File: src/hw/mipsPkg.sv
`default_nettype none

package mipsPkg;

  localparam int dataWidth = 32;
  localparam int imemDepth = 64;
  localparam int dmemDepth = 64;

  typedef logic [dataWidth-1:0] wordT;
  typedef logic [4:0] regAddrT;
  typedef logic [$clog2(imemDepth)-1:0] memIndexT;

  // only the subset, anything else decodes as a no-op
  typedef enum logic [5:0] {
    opRtype = 6'h00,
    opJ     = 6'h02,
    opBeq   = 6'h04,
    opAddi  = 6'h08,
    opLw    = 6'h23,
    opSw    = 6'h2b
  } opcodeT;

  typedef enum logic [5:0] {
    fnAdd = 6'h20,
    fnSub = 6'h22,
    fnAnd = 6'h24,
    fnOr  = 6'h25,
    fnSlt = 6'h2a
  } functT;

  // bit 2 inverts the b operand for sub and slt
  typedef enum logic [2:0] {
    aluAnd = 3'b000,
    aluOr  = 3'b001,
    aluAdd = 3'b010,
    aluSub = 3'b110,
    aluSlt = 3'b111
  } aluOpT;

  // all zero is a bubble
  typedef struct packed {
    logic  regWrite;
    logic  memToReg;
    logic  memWrite;
    logic  aluSrc;
    logic  regDst;
    aluOpT aluOp;
  } ctrlT;

  typedef struct packed {
    wordT instruction;
    wordT pcPlus4;
  } ifIdT;

  typedef struct packed {
    ctrlT    ctrl;
    wordT    srcA;
    wordT    srcB;
    regAddrT rs;
    regAddrT rt;
    regAddrT rd;
    wordT    signImm;
  } idExT;

  typedef struct packed {
    logic    regWrite;
    logic    memToReg;
    logic    memWrite;
    wordT    aluOut;
    wordT    writeData;
    regAddrT writeReg;
  } exMemT;

  typedef struct packed {
    logic    regWrite;
    logic    memToReg;
    wordT    aluOut;
    wordT    readData;
    regAddrT writeReg;
  } memWbT;

endpackage

`default_nettype wire

File: src/hw/hazardIf.sv
`timescale 1ns/100ps
`default_nettype none

interface hazardIf;
  import mipsPkg::*;

  // decode side
  regAddrT    rsD;
  regAddrT    rtD;
  logic       branchD;
  logic       stallD;
  logic       forwardAD;
  logic       forwardBD;

  // execute side
  regAddrT    rsE;
  regAddrT    rtE;
  regAddrT    writeRegE;
  logic       regWriteE;
  logic       memToRegE;
  logic [1:0] forwardAE;
  logic [1:0] forwardBE;

  // memory and writeback
  regAddrT    writeRegM;
  logic       regWriteM;
  logic       memToRegM;
  regAddrT    writeRegW;
  logic       regWriteW;

  logic       stallF;
  logic       flushE;
  logic       lwStall;

  // decode owns the register file, so it also reports the writeback fields
  modport decode (
    output rsD, rtD, branchD, writeRegW, regWriteW,
    input  stallD, forwardAD, forwardBD
  );

  modport execute (
    output rsE, rtE, writeRegE, regWriteE, memToRegE,
    input  forwardAE, forwardBE
  );

  modport memory (
    output writeRegM, regWriteM, memToRegM
  );

  modport writeback (
    output writeRegW, regWriteW
  );

  modport hazard (
    input  rsD, rtD, branchD, rsE, rtE, writeRegE, regWriteE, memToRegE,
    input  writeRegM, regWriteM, memToRegM, writeRegW, regWriteW,
    output stallF, stallD, flushE, lwStall,
    output forwardAE, forwardBE, forwardAD, forwardBD
  );

endinterface

`default_nettype wire

File: src/hw/decodeStage.sv
`timescale 1ns/100ps
`default_nettype none

module decodeStage (
  input  wire                 clk,
  input  wire                 reset,
  input  wire mipsPkg::ifIdT  ifId,
  input  wire mipsPkg::memWbT memWb,
  input  wire mipsPkg::wordT  aluOutM,
  hazardIf.decode             hz,
  output mipsPkg::idExT       idEx,
  output mipsPkg::wordT       wbResult,
  output logic                branchTaken,
  output mipsPkg::wordT       branchTarget,
  output logic                jump,
  output logic [25:0]         jumpIndex,
  output logic                branchTakenFlag,
  output logic                branchNotTakenFlag
);
  import mipsPkg::*;

  opcodeT  opcode;
  functT   funct;
  regAddrT rs;
  regAddrT rt;
  regAddrT rd;
  wordT    signImm;
  ctrlT    ctrl;
  logic    branchD;
  logic    jumpD;
  wordT    regs [32];
  wordT    rdA;
  wordT    rdB;
  wordT    cmpA;
  wordT    cmpB;
  logic    equalD;

  assign opcode  = opcodeT'(ifId.instruction[31:26]);
  assign funct   = functT'(ifId.instruction[5:0]);
  assign rs      = ifId.instruction[25:21];
  assign rt      = ifId.instruction[20:16];
  assign rd      = ifId.instruction[15:11];
  assign signImm = {{16{ifId.instruction[15]}}, ifId.instruction[15:0]};

  always_comb
  begin
    ctrl    = '0;
    branchD = 1'b0;
    jumpD   = 1'b0;
    case (opcode)
      opRtype:
      begin
        ctrl.regWrite = 1'b1;
        ctrl.regDst   = 1'b1;
        case (funct)
          fnAdd:   ctrl.aluOp = aluAdd;
          fnSub:   ctrl.aluOp = aluSub;
          fnAnd:   ctrl.aluOp = aluAnd;
          fnOr:    ctrl.aluOp = aluOr;
          fnSlt:   ctrl.aluOp = aluSlt;
          // unknown funct, including the all-zero nop
          default: ctrl = '0;
        endcase
      end
      opLw:
      begin
        ctrl.regWrite = 1'b1;
        ctrl.memToReg = 1'b1;
        ctrl.aluSrc   = 1'b1;
        ctrl.aluOp    = aluAdd;
      end
      opSw:
      begin
        ctrl.memWrite = 1'b1;
        ctrl.aluSrc   = 1'b1;
        ctrl.aluOp    = aluAdd;
      end
      opAddi:
      begin
        ctrl.regWrite = 1'b1;
        ctrl.aluSrc   = 1'b1;
        ctrl.aluOp    = aluAdd;
      end
      opBeq:   branchD = 1'b1;
      opJ:     jumpD = 1'b1;
      default: ctrl = '0;
    endcase
  end

  assign wbResult = memWb.memToReg ? memWb.readData : memWb.aluOut;

  always_ff @(posedge clk)
  begin
    if (reset)
    begin
      for (int i = 0; i < 32; i++)
      begin
        regs[i] <= '0;
      end
    end
    else if (memWb.regWrite && memWb.writeReg != '0)
    begin
      regs[memWb.writeReg] <= wbResult;
    end
  end

  // write-through so a same-cycle writeback is visible
  assign rdA = (rs == '0) ? '0 :
               (memWb.regWrite && memWb.writeReg == rs) ? wbResult : regs[rs];
  assign rdB = (rt == '0) ? '0 :
               (memWb.regWrite && memWb.writeReg == rt) ? wbResult : regs[rt];

  assign cmpA   = hz.forwardAD ? aluOutM : rdA;
  assign cmpB   = hz.forwardBD ? aluOutM : rdB;
  assign equalD = (cmpA == cmpB);

  assign branchTarget = ifId.pcPlus4 + {signImm[29:0], 2'b00};
  assign branchTaken  = branchD && equalD && !hz.stallD;
  assign jump         = jumpD && !hz.stallD;
  assign jumpIndex    = ifId.instruction[25:0];

  // flags only count a beq that actually leaves decode
  always_ff @(posedge clk)
  begin
    if (reset)
    begin
      branchTakenFlag    <= 1'b0;
      branchNotTakenFlag <= 1'b0;
    end
    else
    begin
      branchTakenFlag    <= branchD && !hz.stallD && equalD;
      branchNotTakenFlag <= branchD && !hz.stallD && !equalD;
    end
  end

  assign hz.rsD       = rs;
  assign hz.rtD       = rt;
  assign hz.branchD   = branchD;
  assign hz.writeRegW = memWb.writeReg;
  assign hz.regWriteW = memWb.regWrite;

  assign idEx.ctrl    = ctrl;
  assign idEx.srcA    = rdA;
  assign idEx.srcB    = rdB;
  assign idEx.rs      = rs;
  assign idEx.rt      = rt;
  assign idEx.rd      = rd;
  assign idEx.signImm = signImm;

endmodule

`default_nettype wire

File: src/flat_wrapper.sv
// flat-port wrapper written by rule: the top's interface ports become plain ports
module decodeStage_flat import mipsPkg::*;
  (clk, reset, ifId, memWb, aluOutM, idEx, wbResult, branchTaken, branchTarget, jump, jumpIndex, branchTakenFlag, branchNotTakenFlag, hz_rsD, hz_rtD, hz_branchD, hz_writeRegW, hz_regWriteW, hz_stallD, hz_forwardAD, hz_forwardBD);
  hazardIf hz_i ();
  input  wire clk;
  input  wire reset;
  input  wire mipsPkg::ifIdT ifId;
  input  wire mipsPkg::memWbT memWb;
  input  wire mipsPkg::wordT aluOutM;
  output mipsPkg::idExT idEx;
  output mipsPkg::wordT wbResult;
  output logic branchTaken;
  output mipsPkg::wordT branchTarget;
  output logic jump;
  output logic [25:0] jumpIndex;
  output logic branchTakenFlag;
  output logic branchNotTakenFlag;
  output wire logic [$bits(hz_i.rsD)-1:0] hz_rsD;
  output wire logic [$bits(hz_i.rtD)-1:0] hz_rtD;
  output wire logic [$bits(hz_i.branchD)-1:0] hz_branchD;
  output wire logic [$bits(hz_i.writeRegW)-1:0] hz_writeRegW;
  output wire logic [$bits(hz_i.regWriteW)-1:0] hz_regWriteW;
  input wire logic [$bits(hz_i.stallD)-1:0] hz_stallD;
  input wire logic [$bits(hz_i.forwardAD)-1:0] hz_forwardAD;
  input wire logic [$bits(hz_i.forwardBD)-1:0] hz_forwardBD;
  assign hz_rsD = hz_i.rsD;
  assign hz_rtD = hz_i.rtD;
  assign hz_branchD = hz_i.branchD;
  assign hz_writeRegW = hz_i.writeRegW;
  assign hz_regWriteW = hz_i.regWriteW;
  assign hz_i.stallD = hz_stallD;
  assign hz_i.forwardAD = hz_forwardAD;
  assign hz_i.forwardBD = hz_forwardBD;
  decodeStage u_core (.clk(clk), .reset(reset), .ifId(ifId), .memWb(memWb), .aluOutM(aluOutM), .hz(hz_i), .idEx(idEx), .wbResult(wbResult), .branchTaken(branchTaken), .branchTarget(branchTarget), .jump(jump), .jumpIndex(jumpIndex), .branchTakenFlag(branchTakenFlag), .branchNotTakenFlag(branchNotTakenFlag));
endmodule
File: config.mk
export PLATFORM = sky130hd
export DESIGN_NAME = decodeStage_flat
export DESIGN_NICKNAME = d
export VERILOG_FILES = /design/src/hw/mipsPkg.sv /design/src/hw/hazardIf.sv /design/src/hw/decodeStage.sv /design/src/flat_wrapper.sv
export SDC_FILE = /design/constraint.sdc
export NUM_CORES = 2
export LEC_CHECK = 0
export ABC_CLOCK_PERIOD_IN_PS = 5400
export BUFFER_PORTS_ARGS = -buffer_cell sky130_fd_sc_hd__clkbuf_2
export CORE_AREA = 2 2 412 292
export CTS_CLUSTER_DIAMETER = 50
export DETAILED_ROUTE_END_ITERATION = 10
export DIE_AREA = 0 0 414 294
export PLACE_DENSITY = 0.68
export SYNTH_ARGS = -nofsm -noshare
export SYNTH_HDL_FRONTEND = slang
export SYNTH_SLANG_ARGS = --single-unit
File: constraint.sdc
create_clock -name clk -period 5.4 [get_ports clk]
set_input_delay 1.08 -clock clk [delete_from_list [all_inputs] [get_ports clk]]
set_output_delay 1.08 -clock clk [all_outputs]
set_load 0.05 [all_outputs]
==> run summary <==
The flow ran to the end, but the final reports show violations. The checks that failed: setup timing. At the placement stage, the worst setup path has a slack of -0.9910 ns. The wire length of the first global-routing pass came out at about 360000 um.

Across the run, the number of max-cap violations was 0. The routed layout has 49370 vias. Buffers inserted during clock tree synthesis total about 100. The count of endpoints failing hold in the final timing report came out at 0. The filler-free cell count of the finished design is 7072. In this run the tightest slew margin relative to its limit is 0.1185. The biggest cell delay along the critical path came out at about 0.53 ns. The share of cells above drive strength 1 came out at 0.3793. The share of flip-flops with an asynchronous set or reset is 0. The xor and xnor area share after synthesis is 0.01318.

The power density over the cells is 307.9 nW/um^2. The worst-case IR drop observed on VDD is about 290 uV. The final weighted congestion in routability-driven placement is about 1.1.

STA classifies the critical path startpoint as an input pin. The leftover overflow at the end of global routing is 0. The post-detailed-route DRC marker count is 0. TritonCTS built the clock tree. The number of optimization iterations in the first detailed-route pass came out at 7. The average detailed-routed wire length per instance came out at around 38 um.

The total of fill cells in the finished design is about 9000. The transition time at the pin with the least slew margin came out at 1.322 ns. Of all nets on the critical path, the largest fanout is 9. For the worst setup path, the data arrival time is 5.04 ns. The tree is rooted in a sky130_fd_sc_hd__clkbuf_16.

In this run the number of H-tree levels came out at 3. The number of clock sinks is 1026. The type of the tightest min-delay check is in2reg.

The overall power after layout is between 20 and 25 mW. The final wirelength came out at 266000 um. Input and output buffers added on the ports amount to 397. The total global-route track usage came out at 0.4278.

In this run, synthesis produced a sequential element count of approximately 1000. The post-route core utilization came out at 0.6153. The worst setup path is captured at a primary output.

The critical path buffer and inverter count is 6. The width of the die is 414 um. The number of instances in the synthesized netlist is about 4500.

The sequential-to-total area share from yosys stat came out at 0.5264. The class of the most critical setup path is in2out. The mapped cell area came out at about 58000 um^2. Averaged over all synthesized cells, the footprint is 12.88 um^2. The number of placement rows came out at 106.

After the first detailed-routing iteration, the DRC count stood at between 9000 and 10000. The number of nets at the end of the flow is 5616. During I/O placement, the number of pins put on the boundary was about 400. Walking the worst path, the cells encountered are buf_16 > buf_12 > buf_4 > mux4_2 > mux2i_1 > a2111oi_2 > nor3_1 > buf_4 > a211oi_4 > xnor2_1 > and4_1 > o22ai_1 > o41ai_2 > nand4_1 > buf_6 > nor3_4 > buf_12. The post-synthesis mux area share is 0.2208.

In this run the static leakage power is ~28 nW. The slowest stage of the critical path is the sky130_fd_sc_hd__mux2i_1 cell. Among all flip-flop cells after synthesis, the most frequent one is sky130_fd_sc_hd__edfxtp_1. At the worst endpoint, the required time is about 4.3 ns.

The maximum buffer depth of the clock tree is 3. The adder-cell share of the synthesized area is 0.006546. The area growth from synthesis to layout came out at 24.17%.

In this run the standard cell core region covers 118000 um^2. The overall die area is 121700 um^2. The main combinational cell family by area after synthesis is multiplexers. The worst-case clock skew came out at approximately 0.042 ns. The initial utilization of the core area, before any placement, comes to 0.4955. The post-route clock period utilization is 1.132. Clock latency on the worst-skew pair, taken at its later pin, is ~0.76 ns. The vias per cell is about 7.0.

The via count of the first global-routing pass came out at 46010. The pin count of the biggest net entering global routing came out at 41. The register clock-pin slew on the reported worst setup and hold paths came out at 0.07 ns.

After layout, the worst setup slack is -0.7153 ns. The die boundary height is a little under 300 um. The initial antenna violation count is 8. The synthesized design contains between 1000 and 1500 enable-type register cells. The number of instances in the placed design is 6834. The minimum clock period after layout is a little over 6 ns.

The final max-slew violation count came out at 0. The final antenna-violating net count came out at 0. The area share of and/or/nand/nor cells after synthesis came out at 0.1074. The count of endpoints failing setup in the final report is 1. Setup repair after global routing could not meet its margin everywhere. The total number of yosys warnings came out at 0. For this run, the top clock speed supported by timing is 0.1635 GHz. The family with the most delay on the worst path is buffers and inverters. The synthesized-area fraction occupied by ao, oa, aoi and oai cells came out at 0.06642. The count of unique library cells instantiated by Yosys is approximately 110.

The half-perimeter wire length after placement is between 150000 and 200000 um.
## Yosys cell counts (all sizes together), types with 5 or more instances
library cell | n | area (um^2)
and3b | 5 | 43.79
nor3 | 48 | 255.3
nand2b | 54 | 337.8
a211oi | 39 | 327.8
a21oi | 92 | 464.2
nand4 | 14 | 93.84
and2 | 15 | 96.35
a32o | 5 | 50.05
or2 | 9 | 56.31
o21a | 8 | 60.06
nand2 | 119 | 446.7
a221oi | 29 | 272.8
a22o | 14 | 122.6
a22oi | 98 | 735.7
nor2 | 1088 | 4089
xnor2 | 69 | 604.3
a211o | 6 | 53.80
a221o | 9 | 90.09
ha | 29 | 362.9
o21ai | 64 | 320.3
xor2 | 19 | 166.4
and3 | 13 | 81.33
mux4 | 386 | 8753
clkbuf | 229 | 862.1
o211ai | 11 | 87.58
nor2b | 27 | 176.4
edfxtp | 1024 | 30750
o31ai | 9 | 72.57
inv | 73 | 274.0
nor4 | 16 | 118.9
a2111oi | 9 | 81.33
nor3b | 13 | 102.6
nand3 | 40 | 200.2
o32ai | 6 | 60.06
o311ai | 5 | 43.80
buf | 280 | 2320
o21bai | 6 | 45.04
mux2 | 70 | 788.3
o2111ai | 6 | 52.55
a32oi | 7 | 76.32
o22ai | 46 | 287.8
mux2i | 337 | 3373
a21o | 16 | 120.1
a31oi | 16 | 125.1
## power breakdown
group	switching, mW	internal (mW)
Sequential	0.250	9.20
Clock	3.40	4.11
Combinational	3.28	2.12
Total	6.94	15.4
## repair_timing
action                                 4_1_cts  5_1_grt
hold buffers                                 0        0
pin swaps                                   22       10
cloned                                       7        0
setup buffers                               25       10
resized for setup                          122       27
setup endpoints to repair                    4        4
endpoints found under the hold margin        0        0
## worst register-to-register path, cell delays in order, from the launching register on
cell and delay [ns]:
sky130_fd_sc_hd__edfxtp_1 0.44, sky130_fd_sc_hd__mux4_2 0.50, sky130_fd_sc_hd__mux2i_1 0.15, sky130_fd_sc_hd__buf_4 0.15, sky130_fd_sc_hd__a2111oi_1 0.08, sky130_fd_sc_hd__buf_4 0.19
sky130_fd_sc_hd__or4_4 0.54, sky130_fd_sc_hd__a32oi_2 0.20, sky130_fd_sc_hd__xnor2_1 0.12, sky130_fd_sc_hd__nor3_4 0.34, sky130_fd_sc_hd__buf_4 0.17, sky130_fd_sc_hd__nand4_1 0.10
sky130_fd_sc_hd__o41ai_2 0.27, sky130_fd_sc_hd__nand4_1 0.28, sky130_fd_sc_hd__buf_6 0.23, sky130_fd_sc_hd__buf_4 0.13, sky130_fd_sc_hd__nor4b_1 0.14
## layer usage
layer  up-vias  wire length, um  track usage  share of wire
met1     24220            89890       0.5489           0.34
met5         -              287     0.001182         0.0011
met2      5263           106800       0.5829           0.40
li1      18850                -            -              -
met4        19            17570       0.2246          0.066
met3      1024            51430       0.2267           0.19
## final cells by class
cell class,instances,area (um^2),area share
Tap cell,1566,1959,0.02698
Antenna cell,7,17.52,0.0002412
Timing Repair Buffer,1246,10520,0.1449
Multi-Input combinational cell,2963,25650,0.3532
Clock buffer,124,2720,0.03745
Clock inverter,66,689.4,0.009493
Inverter,74,277.8,0.003825
Sequential cell,1026,30790,0.4240
## placed cells by master, fill, tap and decap left out, drive strengths merged, types with 10 or more instances in the layout
cell type,n
clkbuf,466
nand3,40
a22oi,98
mux4,386
a21o,16
a221oi,29
edfxtp,1024
nand2b,54
ha,29
nor3b,13
mux2i,337
nor2,1088
and2,15
nand4,14
clkinv,40
nand2,119
mux2,70
xnor2,69
a31oi,16
a21oi,92
a211oi,39
o21ai,64
o211ai,11
inv,83
o22ai,46
xor2,19
a22o,14
nor3,48
buf,899
nor2b,27
bufinv,10
nor4,16
and3,13
conb,32
## metrics by stage
stage	setup TNS (ns)	hold WS (ns)	cell area, um^2
after global routing	-0.7219	0.6844	72610
after detailed placement	-1.305	1.468	67970
after global placement	-1.056	1.461	67970
after CTS	-0.5610	0.6699	72400
final	-0.7153	0.6929	72620
after floorplan	-0.2720	1.154	58810
## sequential cells by signal (all words and copies together) (netlist names)
name	flops
u_core.branchTakenFlag	1
u_core.regs	1024
u_core.branchNotTakenFlag	1
## cells by family (layout without fill, tap and decap cells)
group           Yosys count  in the layout
simple gates           1483           1483
flops                  1026           1026
mux                     793            793
buf+inv                 583           1510
compound gates          537            537
xor+xnor                 88             88
fa+ha+maj                30             30
other cells               1             39
## path summary, 6_finish.rpt
kind	from	end	slack, ns	cells after the start
min	hz_stallD	u_core.branchTakenFlag	0.69	2
min reg2reg	u_core.regs[21][11]	u_core.branchTakenFlag	1.91	13
max reg2reg	u_core.regs[22][30]	u_core.branchNotTakenFlag	1.22	16
max	ifId[48]	branchTaken	-0.72	17
No activity file was read; power rests on OpenSTA's default activity.
